===== config.mk =====
export PLATFORM = sky130hd
export DESIGN_NAME = ql_bus_fabric
export DESIGN_NICKNAME = d
export VERILOG_FILES = /design/src/design/ql_bus_pkg.sv /design/src/design/ql_map_pkg.sv /design/src/design/cpu_bus_if.sv /design/src/design/ql_addr_decode.sv /design/src/design/ql_bus_fabric.sv /design/src/design/ql_data_return.sv /design/src/design/ql_mem_arbiter.sv /design/src/design/ql_reset_gen.sv
export SDC_FILE = /design/constraint.sdc
export NUM_CORES = 1
export LEC_CHECK = 0
export ABC_CLOCK_PERIOD_IN_PS = 1650
export BUFFER_PORTS_ARGS = -buffer_cell sky130_fd_sc_hd__buf_2
export CORE_AREA = 2 2 89 91
export CTS_BUF_LIST = sky130_fd_sc_hd__clkbuf_4 sky130_fd_sc_hd__clkbuf_8
export DETAILED_ROUTE_END_ITERATION = 10
export DIE_AREA = 0 0 91 93
export PLACE_DENSITY = 0.63
export SLEW_MARGIN = 20
export SYNTH_ARGS = -nofsm -noshare
export SYNTH_HDL_FRONTEND = slang
export SYNTH_SLANG_ARGS = --single-unit

===== constraint.sdc =====
create_clock -name clk2 -period 1.65 [get_ports clk2]
set_clock_uncertainty 0.1 [all_clocks]
set_input_delay 0.0825 -clock clk2 [delete_from_list [all_inputs] [get_ports clk2]]
set_output_delay 0.0825 -clock clk2 [all_outputs]
set_load 0.02 [all_outputs]

===== src/design/ql_bus_pkg.sv =====
/*
 * QL bus definitions
 * CPU bus state codes, data and SDRAM address widths, download indices
 */

package ql_bus_pkg;

	// bus data width
	localparam int DATA_W     = 16;
	// SDRAM word address
	localparam int MEM_ADDR_W = 25;
	// video fetcher word address
	localparam int VID_ADDR_W = 19;
	// download channel index
	localparam int DL_IDX_W   = 5;

	// CPU bus state as the 68000 core reports it
	typedef enum logic [1:0] {
		BUS_FETCH = 2'b00,
		BUS_IDLE  = 2'b01,
		BUS_READ  = 2'b10,
		BUS_WRITE = 2'b11
	} bus_state_t;

	// ------------------------------------------------------------------------
	// download indices that carry a ROM image
	// ------------------------------------------------------------------------
	localparam logic [DL_IDX_W-1:0] DL_ROM_A = DL_IDX_W'(0);
	localparam logic [DL_IDX_W-1:0] DL_ROM_B = DL_IDX_W'(3);

endpackage


===== src/design/ql_map_pkg.sv =====
/*
 * QL memory map
 * region codes and the CPU address windows of ROM, RAM and on-board I/O
 */

package ql_map_pkg;

	// width of the decoded CPU byte address (1 MiB space)
	localparam int CPU_ADDR_W = 20;

	// decoded target of a CPU access
	typedef enum logic [2:0] {
		REG_ROM  = 3'd0,
		REG_BRAM = 3'd1,
		REG_XRAM = 3'd2,
		REG_IO   = 3'd3,
		REG_NONE = 3'd4
	} region_t;

	// ------------------------------------------------------------------------
	// address windows, base and size in bytes
	// ------------------------------------------------------------------------

	// 64k system ROM
	localparam logic [CPU_ADDR_W-1:0] ROM_BASE  = 20'h00000;
	localparam logic [CPU_ADDR_W-1:0] ROM_SIZE  = 20'h10000;
	// internal I/O, $18000 up to $1bfff
	localparam logic [CPU_ADDR_W-1:0] IO_BASE   = 20'h18000;
	localparam logic [CPU_ADDR_W-1:0] IO_SIZE   = 20'h04000;
	// 128k base RAM
	localparam logic [CPU_ADDR_W-1:0] BRAM_BASE = 20'h20000;
	localparam logic [CPU_ADDR_W-1:0] BRAM_SIZE = 20'h20000;
	// 512k expansion RAM, only with the 640k option
	localparam logic [CPU_ADDR_W-1:0] XRAM_BASE = 20'h40000;
	localparam logic [CPU_ADDR_W-1:0] XRAM_SIZE = 20'h80000;

	// mouse page inside the I/O window, address bits 13..8
	localparam logic [5:0] QIMI_PAGE = 6'b111111;

endpackage


===== src/design/cpu_bus_if.sv =====
/*
 * CPU bus bundle
 * request signals of the 68000 core plus the derived read, write and active terms
 */
`timescale 1ns/100ps

interface cpu_bus_if;

	logic [ql_map_pkg::CPU_ADDR_W-1:0] addr;
	ql_bus_pkg::bus_state_t            state;
	logic                              write_n;
	logic                              uds;
	logic                              lds;
	logic [ql_bus_pkg::DATA_W-1:0]     wdata;

	// derived terms, shared by all consumers
	logic rd;
	logic wr;
	logic act;

	// code fetch counts as a read
	assign rd  = (state == ql_bus_pkg::BUS_FETCH) || (state == ql_bus_pkg::BUS_READ);
	assign wr  = (state == ql_bus_pkg::BUS_WRITE) && !write_n;
	assign act = rd || wr;

	modport source (output addr, state, write_n, uds, lds, wdata);
	modport consumer (input addr, state, write_n, uds, lds, wdata, rd, wr, act);

endinterface


===== src/design/ql_addr_decode.sv =====
/*
 * QL address decoder
 * maps an active CPU access to a region and raises the I/O chip selects
 */
`timescale 1ns/100ps

module ql_addr_decode (
	cpu_bus_if.consumer          bus,
	input  logic                 video_cycle,
	input  logic                 ram_640k,
	output ql_map_pkg::region_t  region,
	output logic                 zx8301_cs,
	output logic                 zx8302_sel,
	output logic [1:0]           zx8302_addr,
	output logic                 qimi_sel,
	output logic [1:0]           qimi_addr
);

	logic is_io;
	logic cpu_slot;

	// true when a lies in [base, base + size)
	// a below base wraps around and fails the size compare
	function automatic logic in_win(
		input logic [ql_map_pkg::CPU_ADDR_W-1:0] a,
		input logic [ql_map_pkg::CPU_ADDR_W-1:0] base,
		input logic [ql_map_pkg::CPU_ADDR_W-1:0] size
	);
		return (a - base) < size;
	endfunction

	// ------------------------------------------------------------------------
	// region
	// ------------------------------------------------------------------------
	always_comb begin
		region = ql_map_pkg::REG_NONE;
		// no bus activity, nothing selected
		if (bus.act) begin
			if (in_win(bus.addr, ql_map_pkg::ROM_BASE, ql_map_pkg::ROM_SIZE))
				region = ql_map_pkg::REG_ROM;
			else if (in_win(bus.addr, ql_map_pkg::IO_BASE, ql_map_pkg::IO_SIZE))
				region = ql_map_pkg::REG_IO;
			else if (in_win(bus.addr, ql_map_pkg::BRAM_BASE, ql_map_pkg::BRAM_SIZE))
				region = ql_map_pkg::REG_BRAM;
			// expansion only when enabled
			else if (ram_640k && in_win(bus.addr, ql_map_pkg::XRAM_BASE, ql_map_pkg::XRAM_SIZE))
				region = ql_map_pkg::REG_XRAM;
		end
	end

	assign is_io    = (region == ql_map_pkg::REG_IO);
	assign cpu_slot = !video_cycle;

	// ------------------------------------------------------------------------
	// chip selects
	// ------------------------------------------------------------------------

	// display controller, single write-only register at $18063
	assign zx8301_cs = cpu_slot && is_io && bus.addr[6] && bus.addr[5] && bus.addr[1]
		&& bus.wr && bus.lds;

	// peripheral controller, lower half of each I/O block
	assign zx8302_sel = cpu_slot && is_io && !bus.addr[6];

	// mouse sits in page $1bfxx, independent of slot
	assign qimi_sel = is_io && (bus.addr[13:8] == ql_map_pkg::QIMI_PAGE);

	// register index from bits 5 and 1
	assign zx8302_addr = {bus.addr[5], bus.addr[1]};
	assign qimi_addr   = {bus.addr[5], bus.addr[1]};

endmodule


===== src/design/ql_bus_fabric.sv =====
/*
 * QL bus fabric top level
 * ties CPU bus, SDRAM slot arbiter, address decoder, data return and reset
 */
`timescale 1ns/100ps

module ql_bus_fabric #(
	parameter int reset_cnt_w = 12
) (
	input  logic                                clk2,
	input  logic                                rst,
	input  logic                                reset_button,
	input  logic                                reset_menu,
	input  logic                                ram_640k,
	// cpu bus
	input  logic [ql_map_pkg::CPU_ADDR_W-1:0]   cpu_addr,
	input  ql_bus_pkg::bus_state_t              cpu_state,
	input  logic                                cpu_write_n,
	input  logic                                cpu_uds,
	input  logic                                cpu_lds,
	input  logic [ql_bus_pkg::DATA_W-1:0]       cpu_wdata,
	output logic [ql_bus_pkg::DATA_W-1:0]       cpu_rdata,
	output logic                                cpu_enable,
	// download channel
	input  logic                                dl_active,
	input  logic [ql_bus_pkg::DL_IDX_W-1:0]     dl_index,
	input  logic [ql_bus_pkg::MEM_ADDR_W-1:0]   dl_addr,
	input  logic [ql_bus_pkg::DATA_W-1:0]       dl_data,
	input  logic                                dl_write,
	// video fetcher
	input  logic [ql_bus_pkg::VID_ADDR_W-1:0]   video_addr,
	input  logic                                video_rd,
	output logic                                video_cycle,
	// sdram port
	output logic [ql_bus_pkg::MEM_ADDR_W-1:0]   mem_addr,
	output logic                                mem_wr,
	output logic                                mem_oe,
	output logic                                mem_uds,
	output logic                                mem_lds,
	output logic [ql_bus_pkg::DATA_W-1:0]       mem_wdata,
	input  logic [ql_bus_pkg::DATA_W-1:0]       mem_rdata,
	// on-board i/o
	output logic                                zx8301_cs,
	output logic                                zx8302_sel,
	output logic [1:0]                          zx8302_addr,
	input  logic [ql_bus_pkg::DATA_W-1:0]       zx8302_rdata,
	output logic                                qimi_sel,
	output logic [1:0]                          qimi_addr,
	input  logic [7:0]                          qimi_rdata,
	// status
	output ql_map_pkg::region_t                 region,
	output logic                                sys_reset
);

	cpu_bus_if u_bus ();

	// ------------------------------------------------------------------------
	// cpu bus bundle, source side
	// ------------------------------------------------------------------------
	assign u_bus.addr    = cpu_addr;
	assign u_bus.state   = cpu_state;
	assign u_bus.write_n = cpu_write_n;
	assign u_bus.uds     = cpu_uds;
	assign u_bus.lds     = cpu_lds;
	assign u_bus.wdata   = cpu_wdata;

	ql_addr_decode u_decode (
		.bus         (u_bus),
		.video_cycle (video_cycle),
		.ram_640k    (ram_640k),
		.region      (region),
		.zx8301_cs   (zx8301_cs),
		.zx8302_sel  (zx8302_sel),
		.zx8302_addr (zx8302_addr),
		.qimi_sel    (qimi_sel),
		.qimi_addr   (qimi_addr)
	);

	// video and system share sdram on alternate clk2 cycles
	ql_mem_arbiter u_arbiter (
		.clk2        (clk2),
		.rst         (rst),
		.bus         (u_bus),
		.region      (region),
		.dl_active   (dl_active),
		.dl_addr     (dl_addr),
		.dl_data     (dl_data),
		.dl_write    (dl_write),
		.video_addr  (video_addr),
		.video_rd    (video_rd),
		.sys_reset   (sys_reset),
		.video_cycle (video_cycle),
		.cpu_enable  (cpu_enable),
		.mem_addr    (mem_addr),
		.mem_wr      (mem_wr),
		.mem_oe      (mem_oe),
		.mem_uds     (mem_uds),
		.mem_lds     (mem_lds),
		.mem_wdata   (mem_wdata)
	);

	ql_data_return u_return (
		.bus          (u_bus),
		.region       (region),
		.qimi_sel     (qimi_sel),
		.mem_rdata    (mem_rdata),
		.zx8302_rdata (zx8302_rdata),
		.qimi_rdata   (qimi_rdata),
		.cpu_rdata    (cpu_rdata)
	);

	ql_reset_gen #(
		.reset_cnt_w (reset_cnt_w)
	) u_reset (
		.clk2         (clk2),
		.rst          (rst),
		.reset_button (reset_button),
		.reset_menu   (reset_menu),
		.dl_active    (dl_active),
		.dl_index     (dl_index),
		.sys_reset    (sys_reset)
	);

endmodule


===== src/design/ql_data_return.sv =====
/*
 * QL read data return
 * selects memory, I/O or open-bus data for the CPU
 */
`timescale 1ns/100ps

module ql_data_return (
	cpu_bus_if.consumer                     bus,
	input  ql_map_pkg::region_t             region,
	input  logic                            qimi_sel,
	input  logic [ql_bus_pkg::DATA_W-1:0]   mem_rdata,
	input  logic [ql_bus_pkg::DATA_W-1:0]   zx8302_rdata,
	input  logic [7:0]                      qimi_rdata,
	output logic [ql_bus_pkg::DATA_W-1:0]   cpu_rdata
);

	logic [ql_bus_pkg::DATA_W-1:0] io_rdata;

	// i/o sources, mouse byte appears on both lanes
	always_comb begin
		if (qimi_sel)
			io_rdata = {2{qimi_rdata}};
		else if (!bus.addr[6])
			io_rdata = zx8302_rdata;
		else
			io_rdata = '0;
	end

	// ------------------------------------------------------------------------
	// return mux
	// ------------------------------------------------------------------------
	always_comb begin
		case (region)
			ql_map_pkg::REG_ROM,
			ql_map_pkg::REG_BRAM,
			ql_map_pkg::REG_XRAM: cpu_rdata = mem_rdata;
			ql_map_pkg::REG_IO:   cpu_rdata = io_rdata;
			// open bus
			default:              cpu_rdata = '1;
		endcase
	end

endmodule


===== src/design/ql_mem_arbiter.sv =====
/*
 * QL SDRAM slot arbiter
 * alternates video and system slots on the SDRAM port, gates the CPU clock enable
 */
`timescale 1ns/100ps

module ql_mem_arbiter (
	input  logic                                clk2,
	input  logic                                rst,
	cpu_bus_if.consumer                         bus,
	input  ql_map_pkg::region_t                 region,
	input  logic                                dl_active,
	input  logic [ql_bus_pkg::MEM_ADDR_W-1:0]   dl_addr,
	input  logic [ql_bus_pkg::DATA_W-1:0]       dl_data,
	input  logic                                dl_write,
	input  logic [ql_bus_pkg::VID_ADDR_W-1:0]   video_addr,
	input  logic                                video_rd,
	input  logic                                sys_reset,
	output logic                                video_cycle,
	output logic                                cpu_enable,
	output logic [ql_bus_pkg::MEM_ADDR_W-1:0]   mem_addr,
	output logic                                mem_wr,
	output logic                                mem_oe,
	output logic                                mem_uds,
	output logic                                mem_lds,
	output logic [ql_bus_pkg::DATA_W-1:0]       mem_wdata
);

	typedef enum logic {
		SLOT_CPU   = 1'b0,
		SLOT_VIDEO = 1'b1
	} slot_t;

	slot_t slot;

	logic                              cpu_ram;
	logic                              cpu_mem;
	logic [ql_bus_pkg::MEM_ADDR_W-1:0] sys_addr;
	logic                              sys_wr;
	logic                              sys_oe;
	logic                              sys_uds;
	logic                              sys_lds;
	logic [ql_bus_pkg::DATA_W-1:0]     sys_wdata;

	// ------------------------------------------------------------------------
	// slot flag, cpu slot during reset so the first slot after is video
	// ------------------------------------------------------------------------
	always_ff @(posedge clk2) begin
		if (rst)
			slot <= SLOT_CPU;
		else
			slot <= (slot == SLOT_VIDEO) ? SLOT_CPU : SLOT_VIDEO;
	end

	assign video_cycle = (slot == SLOT_VIDEO);

	// ------------------------------------------------------------------------
	// system side: download channel or CPU
	// ------------------------------------------------------------------------
	assign cpu_ram = (region == ql_map_pkg::REG_BRAM) || (region == ql_map_pkg::REG_XRAM);
	// anything backed by sdram
	assign cpu_mem = cpu_ram || (region == ql_map_pkg::REG_ROM);

	// download owns the system slot, the CPU is stalled meanwhile
	assign sys_addr  = dl_active ? dl_addr
		: ql_bus_pkg::MEM_ADDR_W'(bus.addr[ql_map_pkg::CPU_ADDR_W-1:1]);
	assign sys_uds   = dl_active ? 1'b1 : bus.uds;
	assign sys_lds   = dl_active ? 1'b1 : bus.lds;
	assign sys_wdata = dl_active ? dl_data : bus.wdata;
	// rom is write protected from the CPU side
	assign sys_wr    = dl_active ? dl_write : (bus.wr && cpu_ram);
	assign sys_oe    = dl_active ? 1'b0 : (bus.rd && cpu_mem);

	// ------------------------------------------------------------------------
	// sdram port mux
	// ------------------------------------------------------------------------
	// video slot reads only, full word
	assign mem_addr  = video_cycle ? ql_bus_pkg::MEM_ADDR_W'(video_addr) : sys_addr;
	assign mem_wr    = video_cycle ? 1'b0 : sys_wr;
	assign mem_oe    = video_cycle ? video_rd : sys_oe;
	assign mem_uds   = video_cycle ? 1'b1 : sys_uds;
	assign mem_lds   = video_cycle ? 1'b1 : sys_lds;
	assign mem_wdata = sys_wdata;

	// cpu runs in its own slot unless a download holds it
	// an idle bus cycle needs no slot
	assign cpu_enable = !sys_reset
		&& ((!video_cycle && !dl_active) || (bus.state == ql_bus_pkg::BUS_IDLE));

endmodule


===== src/design/ql_reset_gen.sv =====
/*
 * QL reset stretcher
 * holds system reset for a fixed count after any reset cause
 */
`timescale 1ns/100ps

module ql_reset_gen #(
	parameter int reset_cnt_w = 12
) (
	input  logic                              clk2,
	input  logic                              rst,
	input  logic                              reset_button,
	input  logic                              reset_menu,
	input  logic                              dl_active,
	input  logic [ql_bus_pkg::DL_IDX_W-1:0]   dl_index,
	output logic                              sys_reset
);

	logic [reset_cnt_w-1:0] cnt;
	logic                   rom_load;
	logic                   reload;

	// a fresh ROM image restarts the machine
	assign rom_load = dl_active
		&& ((dl_index == ql_bus_pkg::DL_ROM_A) || (dl_index == ql_bus_pkg::DL_ROM_B));

	assign reload = rst || reset_button || reset_menu || rom_load;

	// reload while any cause is present, then count down to zero
	always_ff @(posedge clk2) begin
		if (reload)
			cnt <= '1;
		else if (cnt != '0)
			cnt <= cnt - reset_cnt_w'(1);
	end

	assign sys_reset = (cnt != '0);

endmodule


==> results of run 1 <==
-- kinds of logic (layout without fill, tap and decap cells) --
family / after synthesis / in the layout / share of synthesized area, %
buf+inv: 27 / 293 / 6.64
compound gates: 60 / 60 / 21.8
fa+ha+maj: 5 / 5 / 3.32
flops: 13 / 13 / 13.8
mux: 36 / 36 / 20.2
xor+xnor: 11 / 11 / 5.11
other cells: 0 / 3 / 0
simple gates: 110 / 110 / 29.1
-- metrics by stage --
step | std cells | util [%] | setup TNS (ns) | setup WS, ns
4_1_cts | 622 | 53.2 | -6.18 | -0.320
6_report | 633 | 57.2 | -5.10 | -0.280
3_3_place_gp | 612 | 49.3 | -5.52 | -0.313
5_1_grt | 630 | 57.1 | -7.01 | -0.329
3_5_place_dp | 612 | 49.3 | -7.14 | -0.424
2_1_floorplan | 262 | - | -0.788 | -0.113
-- area by class of cell --
class | count | area (µm²) | share of cell area, %
Antenna cell | 3 | 7.51 | 0.174
Multi-Input combinational cell | 222 | 2050 | 47.6
Tap cell | 102 | 128 | 2.96
Sequential cell | 13 | 267 | 6.19
Inverter | 8 | 30.0 | 0.697
Clock buffer | 4 | 48.8 | 1.13
Timing Repair Buffer | 281 | 1780 | 41.3
-- registers in the layout, summed over array words and instances, names as in the netlist --
register               cells
u_arbiter.video_cycle      1
u_reset.cnt               12
-- synth_stat cells (3+ instances only) --
master / number
sky130_fd_sc_hd__xor2_1: 4
sky130_fd_sc_hd__clkbuf_1: 13
sky130_fd_sc_hd__mux2i_1: 20
sky130_fd_sc_hd__xnor2_1: 7
sky130_fd_sc_hd__a21oi_1: 6
sky130_fd_sc_hd__inv_1: 8
sky130_fd_sc_hd__nand4_1: 4
sky130_fd_sc_hd__buf_4: 4
sky130_fd_sc_hd__nand2_1: 52
sky130_fd_sc_hd__nor3_1: 6
sky130_fd_sc_hd__ha_1: 5
sky130_fd_sc_hd__nand3b_1: 3
sky130_fd_sc_hd__mux2_2: 16
sky130_fd_sc_hd__nand3_1: 8
sky130_fd_sc_hd__a211oi_1: 8
sky130_fd_sc_hd__or3_1: 4
sky130_fd_sc_hd__dfxtp_1: 13
sky130_fd_sc_hd__o21ai_0: 24
sky130_fd_sc_hd__and2_1: 6
sky130_fd_sc_hd__a2bb2oi_1: 16
sky130_fd_sc_hd__nor2_1: 11
-- worst reg2reg max path: cells and delay by family (launching register included) --
family                 cells  cell delay [ns]
AND/OR/NAND/NOR            4             0.76
flip-flops                 1             0.32
buffers and inverters      2             0.26
multiplexers               1             0.21
-- power groups by stage --
stage / clock [mW] / combinational, mW / sequential [mW]
2_1_floorplan: 0 / 0.576 / 0.328
3_3_place_gp: 0 / 0.982 / 0.327
3_5_place_dp: 0 / 0.999 / 0.327
4_1_cts: 0.308 / 1.05 / 0.321
5_1_grt: 0.327 / 1.20 / 0.321
6_report: 0.304 / 1.12 / 0.321
-- routing by layer --
metal	track usage, %	vias up	share of wire (%)
met4	4.17	2	1.4
met1	25.8	1346	40
met3	5.72	14	7.8
met5	0	-	0.17
met2	36.0	112	51
li1	-	1477	-
-- worst paths after layout --
check	endpoint	from	slack (ns)
max reg2reg	u_reset.cnt[11]	u_reset.cnt[2]	-0.10
min	u_reset.cnt[5]	reset_menu	0.12
max	cpu_rdata[12]	cpu_addr[16]	-0.28
min reg2reg	u_reset.cnt[1]	u_reset.cnt[1]	0.43
-- timing repair --
item | CTS | global route
gates cloned | 0 | 2
gates resized for setup | 58 | 50
setup endpoints to repair | 30 | 43
setup buffers | 5 | 6
pin swaps | 16 | 31
hold endpoints to repair | 1 | 0
hold buffers | 1 | 0
==> flow_summary_export.csv, run 1 <==
group,metric,value,unit
logic_synthesis,synth_seq_area_share,13.8,%
clock_network,tritoncts_clock_tree,"built",
timing,unrepaired_setup_endpoints_after_global_routing,"yes",
timing,whs,0.115,ns
final_layout,layout-area-overhead-vs-synth,129,%
detailed_routing,dr.pass1.iters,4,
clock_network,clkLatencyLatePin,0.24,ns
placed_design,place_area,3710,µm²
global_route,grt-ovfl-total,0,
detailed_routing,totalWireLength,9.67,mm
outcome,violations_in_the_final_reports,"setup timing",
logic_synthesis,synth_largest_type_area_fraction,13.8,%
placed_design,detailed_place_hpwl,7.74,mm
power,power.static_leakage,2.15,nW
worst_setup_path,setup.worst_path.end_class,"output pin",
detailed_routing,vias_per_cell,4.66,
power,p_comb_share,64.3,%
logic_synthesis,netlist_area,1880,µm²
detailed_routing,routed-via-count,2951,
timing,setup_ws,-0.280,ns
hold_path,whs_path_depth,4,
power,power.ir.vdd_worst,0.000330,V
global_route,largest_net_degree_at_the_start_of_global_routing,48,
worst_setup_path,timing.critical_path.depth,9,
logic_synthesis,syn-mean-instance-area,7.19,µm²
timing,slew_viols_final,0,
worst_setup_path,crit_family,"buffers and inverters",
timing,finalCriticalPeriod,1.93,ns
power,sw_frac_of_total,38.9,%
worst_setup_path,cpMaxStageDelayCell,"sky130_fd_sc_hd__nor4b_4",
detailed_routing,drt.antenna.violating_nets,0,
clock_network,clock-root-buffer,"sky130_fd_sc_hd__clkbuf_8",
power,power,1.75,mW
worst_setup_path,path_cells,"buf_8 > ha_4 > xnor2_4 > nor4b_4 > nand3_4 > a31oi_4 > clkbuf_16 > a2bb2oi_2 > buf_4",
logic_synthesis,async_flop_share,0,%
clock_network,number_of_buffers_on_the_longest_clock_path,2,
placed_design,place_congestion,0.808,
final_layout,nNetsFinal,688,
timing,finalHoldViolCount,0,
clock_network,cts-htree-levels,1,
detailed_routing,drt-wirelength-per-cell,15.3,µm
global_route,global_route_wire_length_before_repair,14.3,mm
global_route,via_count_of_the_first_global_routing_pass,2967,
timing,timing.slew.headroom,60.8,%
worst_setup_path,worstSetupPathType,"input pin to output pin",
worst_setup_path,critPathMaxStageDelay,0.31,ns
worst_setup_path,reg2reg_depth,7,
power,share_clk_of_total_power,17.4,%
logic_synthesis,synthesis.instances,262,
worst_setup_path,required_arrival_time_at_the_worst_endpoint,1.47,ns
clock_network,tritoncts.num_buffers,3,
clock_network,clkSinkCount,13,
power,power.density,406,nW/µm²
logic_synthesis,yosys-top-cells-area,"sky130_fd_sc_hd__dfxtp_1 (14%), sky130_fd_sc_hd__mux2i_1 (11%), sky130_fd_sc_hd__nand2_1 (10%)",
logic_synthesis,ys_ff_latch,13,
global_route,grt.total_usage,20.7,%
placed_design,port_buf_inserts,226,
detailed_routing,drt_iter0_markers,69,
power,p_seq_share,18.3,%
final_layout,design_area,4310,µm²
logic_synthesis,synth_enable_flop_cells,0,
worst_setup_path,critical_path_peak_fanout,8,
flow_run,max_cap_violations,0,
die,die_area,8460,µm²
timing,worst_pin_slew,0.587,ns
detailed_routing,drcViolationCount,0,
die,placeableCoreArea,7530,µm²
timing,fin_crit_sh,117,%
logic_synthesis,synth-main-ff-cell,"sky130_fd_sc_hd__dfxtp_1",
final_layout,most-common-layout-cells,"sky130_fd_sc_hd__buf_2 (199), sky130_fd_sc_hd__nand2_1 (52), sky130_fd_sc_hd__buf_4 (50)",
final_layout,share_of_final_layout_standard_cells_stronger_than_drive_strength_1,69.5,%
logic_synthesis,synth.distinct_cells,42,
hold_path,hold_path_class,"input pin to flip-flop",
global_route,grt_antenna_before_repair,4,
die,chipWidth,91,µm
final_layout,final_common_cell,"sky130_fd_sc_hd__buf_2",
logic_synthesis,syn_nets,421,
clock_network,clk_pin_slew,0.06,ns
die,initial_utilization,25.0,%
logic_synthesis,netlist.top_cell.by_area,"sky130_fd_sc_hd__dfxtp_1",
die,dieHeight,93,µm
worst_setup_path,critPathArrivalTime,1.75,ns
worst_setup_path,worst_path_buf_inv,3,
logic_synthesis,synthesis.yosys.warnings,0,
die,core.rowCount,32,
timing,clock.fmax,0.518,GHz
timing,setup_viol_count_final,26,
die,ios,228,
power,intPower,1.07,mW
worst_setup_path,start_kind,"input pin",
power,net_switching_power,0.680,mW
outcome,run_status,"finished, violations left",
final_layout,final.fill_count,696,
No activity file was read; power rests on OpenSTA's default activity.
==> run 2, diff against run 1 <==
- SETUP_SLACK_MARGIN: unset -> 0.15
==> run 2 against run 1 <==
Compared with the run above: the flow still finishes with violations (setup timing); critical endpoint is now cpu_rdata[9]; sequential share of layout area down 0.097 points; sequential cell count unchanged; power up 2.5%; worst setup slack worse by 0.013 ns; die area unchanged; largest cell class unchanged; count of clock-buffer cells in the layout unchanged; combinational power up 4%; largest power group unchanged; utilization up 1.7 points; critical path depth up 2.
==> flow_summary_export.csv, run 2 (synthesized netlist as in run 1, its figures left out) <==
group,metric,value,unit
outcome,run_status,"finished, violations left",
outcome,violations_in_the_final_reports,"setup timing",
timing,setup_viol_count_final,30,
clock_network,number_of_buffers_on_the_longest_clock_path,2,
placed_design,port_buf_inserts,226,
detailed_routing,topRoutingLayerUsed,"met5",
die,die_area,8460,µm²
die,ios,228,
detailed_routing,drt_iter0_markers,62,
worst_setup_path,cpMaxStageDelayCell,"sky130_fd_sc_hd__a31oi_4",
clock_network,tritoncts_clock_tree,"built",
worst_setup_path,start_kind,"input pin",
clock_network,clkSinkCount,13,
final_layout,max_flop_register,"u_reset.cnt",
global_route,global_route_wire_length_before_repair,14.1,mm
clock_network,clkLatencyLatePin,0.25,ns
flow_run,max_cap_violations,0,
timing,slew_viols_final,0,
placed_design,place_area,3780,µm²
detailed_routing,drt.antenna.violating_nets,0,
detailed_routing,drt-wirelength-per-cell,15.2,µm
hold_path,hold_path_class,"input pin to flip-flop",
global_route,grt-ovfl-total,0,
clock_network,clk_pin_slew,0.05,ns
timing,setup_ws,-0.292,ns
worst_setup_path,critPathMaxStageDelay,0.19,ns
worst_setup_path,worst_path_most_repeated_cell,"sky130_fd_sc_hd__buf_6",
die,initial_utilization,25.0,%
timing,whs,0.119,ns
final_layout,nNetsFinal,692,
placed_design,detailed_place_hpwl,7.66,mm
detailed_routing,met3WireLength,671,µm
die,chipWidth,91,µm
detailed_routing,totalWireLength,9.65,mm
global_route,grt_antenna_before_repair,3,
die,dieHeight,93,µm
power,power.static_leakage,2.18,nW
timing,fin_crit_sh,118,%
clock_network,clock-root-buffer,"sky130_fd_sc_hd__clkbuf_8",
clock_network,tritoncts.num_buffers,3,
die,placeableCoreArea,7530,µm²
worst_setup_path,path_cells,"buf_8 > ha_4 > buf_6 > a21boi_2 > xnor2_1 > nand3_2 > buf_6 > a31oi_4 > buf_12 > a2bb2oi_4 > buf_6",
detailed_routing,vias_per_cell,4.69,
detailed_routing,routed-via-count,2986,
worst_setup_path,setup.worst_path.end_class,"output pin",
final_layout,final_core_util,58.9,%
timing,timing.slew.headroom,73.4,%
final_layout,design_area,4440,µm²
final_layout,layout-area-overhead-vs-synth,135,%
detailed_routing,detailroute.wirelength.met2,4.91,mm
worst_setup_path,critical_path_peak_fanout,8,
placed_design,place_congestion,0.914,
global_route,largest_net_degree_at_the_start_of_global_routing,33,
timing,finalHoldViolCount,0,
worst_setup_path,required_arrival_time_at_the_worst_endpoint,1.47,ns
worst_setup_path,critPathArrivalTime,1.76,ns
final_layout,max_reg_flops,12,
detailed_routing,routedLengthMet1,3.92,mm
timing,worst_pin_slew,0.399,ns
detailed_routing,drcViolationCount,0,
worst_setup_path,worstSetupPathType,"input pin to output pin",
final_layout,most-common-layout-cells,"sky130_fd_sc_hd__buf_2 (195), sky130_fd_sc_hd__nand2_1 (52), sky130_fd_sc_hd__buf_4 (52)",
power,power.ir.vdd_worst,0.000337,V
timing,clock.fmax,0.515,GHz
clock_network,cts-htree-levels,1,
final_layout,final.fill_count,669,
final_layout,share_of_final_layout_standard_cells_stronger_than_drive_strength_1,70.9,%
detailed_routing,dr.pass1.iters,4,
timing,totalNegativeSetupSlack,-6.00,ns
final_layout,final_common_cell,"sky130_fd_sc_hd__buf_2",
power,power.density,404,nW/µm²
timing,unrepaired_setup_endpoints_after_global_routing,"yes",
global_route,grt.total_usage,20.5,%
die,core.rowCount,32,
global_route,via_count_of_the_first_global_routing_pass,2922,
timing,finalCriticalPeriod,1.94,ns
-- run 2: changes by cell type in the layout (fill, tap and decap cells not counted), sizes merged --
cell	previous run	this run
diode	3	2
clkbuf	5	6
buf	279	282
-- run 2: cell type report --
| type | instances | area, µm² | area share, % |
|---|---|---|---|
| timing repair buffer | 285 | 1870 | 42.2 |
| inverter | 8 | 32.5 | 0.733 |
| antenna | 2 | 5.00 | 0.113 |
| multi-input combinational | 222 | 2080 | 46.9 |
| sequential | 13 | 270 | 6.09 |
| tap | 102 | 128 | 2.88 |
| clock buffer | 4 | 48.8 | 1.10 |
-- run 2: final timing paths --
check                        from              end  slack, ns  depth (start not counted)
setup / recovery     cpu_addr[15]     cpu_rdata[9]      -0.29                         11
hold / removal         reset_menu   u_reset.cnt[5]       0.12                          4
setup reg to reg   u_reset.cnt[5]   u_reset.cnt[8]      -0.14                          6
hold reg to reg   u_reset.cnt[11]  u_reset.cnt[11]       0.44                          2
-- run 2: report_power, final --
part / internal (mW) / switching (mW)
registers: 0.317 / 0.00415
clock network: 0.188 / 0.123
logic: 0.588 / 0.573
-- run 2: stage by stage --
stage          setup WS [ns]  total power, mW  std cells
3_3_place_gp          -0.303             1.34        606
6_report              -0.292             1.79        636
4_1_cts               -0.357             1.74        623
5_1_grt               -0.388             1.89        634
2_1_floorplan        -0.0297            0.931        262
3_5_place_dp          -0.367             1.35        606
-- run 2: per-layer routing --
metal,global-route usage [%],vias to the layer above
li1,-,1485
met1,24.0,1372
met2,37.2,112
met3,5.08,15
met4,5.68,2
met5,0,-
-- run 2: repair_timing --
item | CTS | global route
gates resized for setup | 65 | 40
endpoints found under the hold margin | 1 | 0
hold buffers | 1 | 0
setup buffers | 11 | 9
gates cloned | 1 | 2
endpoints found under the setup margin | 51 | 47
pin swaps | 21 | 27
-- run 2: worst max-delay path: cells and delay by family --
kind | cells | cell delay [ns]
buf+inv | 5 | 0.69
fa+ha+maj | 1 | 0.17
simple gates | 1 | 0.17
compound gates | 3 | 0.50
xor+xnor | 1 | 0.14
==> run 3, diff against run 2 <==
- SETUP_SLACK_MARGIN: 0.15 -> 0.1
==> run 3 against run 2 <==
Compared with the run above: the run still ends with setup timing left; sequential power about the same; worst hold slack worse by 0.0058 ns; maximum frequency increased by 0.81%; global-route usage rose by 0.96 points; critical endpoint is now cpu_rdata[8]; largest cell class unchanged.
==> flow_summary_export.csv, run 3 (synthesized netlist as in run 1, its figures left out) <==
group,metric,value,unit
detailed_routing,drcViolationCount,0,
final_layout,max_reg_flops,12,
worst_setup_path,critPathMaxStageDelay,0.24,ns
detailed_routing,drt.antenna.violating_nets,0,
worst_setup_path,worstReg2RegStart,"u_reset.cnt[5]",
worst_setup_path,crit_family,"buffers and inverters",
power,sw_frac_of_total,38.9,%
final_layout,final.fill_count,686,
final_layout,design_area,4450,µm²
detailed_routing,drt_iter0_markers,56,
worst_setup_path,critical_path.endpoint,"cpu_rdata[8]",
detailed_routing,totalWireLength,9.96,mm
global_route,grt.total_usage,21.5,%
worst_setup_path,worstSetupPathType,"input pin to output pin",
timing,setup_viol_count_final,25,
power,net_switching_power,0.707,mW
placed_design,detailed_place_hpwl,7.54,mm
worst_setup_path,path_cells,"buf_8 > ha_4 > xnor2_2 > nor4b_2 > nand3_2 > buf_4 > buf_12 > a211oi_1 > buf_4 > a2bb2oi_4 > buf_6",
timing,fin_crit_sh,117,%
global_route,grt-ovfl-total,0,
worst_setup_path,required_arrival_time_at_the_worst_endpoint,1.47,ns
clock_network,number_of_buffers_on_the_longest_clock_path,2,
detailed_routing,dr.pass1.iters,4,
placed_design,numPlacedInstances,608,
worst_setup_path,critPathArrivalTime,1.74,ns
detailed_routing,routed-via-count,3013,
clock_network,clkSinkCount,13,
power,power,1.82,mW
power,p_comb_share,65.3,%
timing,unrepaired_setup_endpoints_after_global_routing,"yes",
outcome,run_status,"finished, violations left",
timing,timing.slew.headroom,60.5,%
die,die_area,8460,µm²
die,initial_utilization,25.0,%
die,chipWidth,91,µm
worst_setup_path,worst_path_most_repeated_cell,"sky130_fd_sc_hd__buf_4",
placed_design,place_area,3780,µm²
placed_design,place_congestion,0.801,
worst_setup_path,setup.worst_path.end_class,"output pin",
power,power.ir.vdd_worst,0.000333,V
worst_setup_path,timing.reg2reg.setup_slack,-0.05,ns
final_layout,layout-area-overhead-vs-synth,136,%
outcome,violations_in_the_final_reports,"setup timing",
worst_setup_path,regToRegEndpoint,"u_reset.cnt[11]",
clock_network,clkLatencyLatePin,0.25,ns
timing,totalNegativeSetupSlack,-4.87,ns
timing,finalHoldViolCount,0,
die,ios,228,
final_layout,nNetsFinal,685,
worst_setup_path,cpMaxStageDelayCell,"sky130_fd_sc_hd__nor4b_2",
timing,setup_ws,-0.277,ns
clock_network,clock-root-buffer,"sky130_fd_sc_hd__clkbuf_8",
die,dieHeight,93,µm
clock_network,cts-htree-levels,1,
final_layout,share_of_final_layout_standard_cells_stronger_than_drive_strength_1,72.0,%
detailed_routing,drt-wirelength-per-cell,15.9,µm
final_layout,antenna_cells,0,
clock_network,tritoncts.num_buffers,3,
global_route,grt_antenna_before_repair,0,
clock_network,clk_pin_slew,0.06,ns
power,power.static_leakage,2.16,nW
power,power.density,409,nW/µm²
final_layout,most-common-layout-cells,"sky130_fd_sc_hd__buf_2 (191), sky130_fd_sc_hd__nand2_1 (51), sky130_fd_sc_hd__buf_4 (47)",
worst_setup_path,timing.critical_path.depth,11,
worst_setup_path,cp-startpoint,"cpu_addr[15]",
die,core.rowCount,32,
final_layout,final_instance_count_without_filler_cells,627,
timing,worst_pin_slew,0.592,ns
final_layout,max_flop_register,"u_reset.cnt",
flow_run,max_cap_violations,0,
worst_setup_path,critical_path_peak_fanout,10,
worst_setup_path,start_kind,"input pin",
worst_setup_path,reg2reg_depth,6,
power,intPower,1.11,mW
timing,slew_viols_final,0,
placed_design,port_buf_inserts,226,
die,placeableCoreArea,7530,µm²
detailed_routing,vias_per_cell,4.81,
timing,clock.fmax,0.519,GHz
global_route,largest_net_degree_at_the_start_of_global_routing,25,
global_route,global_route_wire_length_before_repair,14.7,mm
worst_setup_path,worst_path_buf_inv,5,
hold_path,hold_path_class,"input pin to flip-flop",
timing,finalCriticalPeriod,1.93,ns
power,p_seq_share,17.5,%
final_layout,final_common_cell,"sky130_fd_sc_hd__buf_2",
global_route,via_count_of_the_first_global_routing_pass,3003,
power,share_clk_of_total_power,17.1,%
clock_network,tritoncts_clock_tree,"built",
-- run 3: cell count changes in the layout (fill, tap and decap cells not counted), moves of 3 or more --
cell	before	now
sky130_fd_sc_hd__a2bb2oi_4	10	13
sky130_fd_sc_hd__o21ai_0	10	19
sky130_fd_sc_hd__buf_2	195	191
sky130_fd_sc_hd__a2bb2oi_2	6	3
sky130_fd_sc_hd__buf_4	52	47
sky130_fd_sc_hd__buf_6	28	31
sky130_fd_sc_hd__o21ai_1	12	2
-- run 3: layout make-up --
cell class | count | area [µm²] | share of cell area (%)
multi-input combinational | 222 | 2130 | 47.8
tap | 102 | 128 | 2.87
sequential | 13 | 273 | 6.13
clock buffer | 4 | 48.8 | 1.10
timing repair buffer | 278 | 1840 | 41.3
inverter | 8 | 35.0 | 0.788
-- run 3: how the worst min path moves through the flow --
stage | start | end | slack (ns) | depth (start not counted)
detailed placement | rst | u_arbiter.video_cycle | 0.16 | 2
floorplan | rst | u_arbiter.video_cycle | 0.05 | 1
CTS | reset_menu | u_reset.cnt[5] | 0.11 | 4
finish | reset_menu | u_reset.cnt[7] | 0.11 | 4
global placement | rst | u_arbiter.video_cycle | 0.16 | 2
global route | reset_menu | u_reset.cnt[7] | 0.13 | 4
-- run 3: per-layer routing --
metal | routed length, µm | global-route usage (%) | vias up
met4 | 129 | 5.18 | 0
met3 | 617 | 4.35 | 11
met2 | 5580 | 42.2 | 119
met1 | 3630 | 23.4 | 1420
met5 | 0 | 0 | -
li1 | - | - | 1463
-- run 3: power groups by stage --
stage | sequential [mW] | combinational (mW) | clock [mW]
CTS | 0.321 | 1.14 | 0.316
floorplan | 0.328 | 0.594 | 0
global route | 0.319 | 1.27 | 0.335
detailed placement | 0.326 | 1.02 | 0
finish | 0.319 | 1.19 | 0.312
global placement | 0.326 | 1.01 | 0
-- run 3: tightest hold or removal path, delay by kind of cell --
family          cells  cell delay [ns]
buf+inv             2             0.26
compound gates      1             0.04
simple gates        1             0.06
-- run 3: timing repair --
item	4_1_cts	5_1_grt
buffers inserted	7	4
resized for setup	76	54
pin swaps	12	23
hold endpoints to repair	1	0
endpoints found under the setup margin	59	44
hold buffers	1	0
cloned	2	1
-- run 3: through the flow --
step                utilization, %  hold WS [ns]  worst slack, ns
finish                        59.1         0.113           -0.277
global route                  59.1         0.134           -0.391
CTS                           55.8         0.109           -0.240
detailed placement            50.3         0.160           -0.320
global placement              50.3         0.161           -0.302
floorplan                        -        0.0492           -0.113
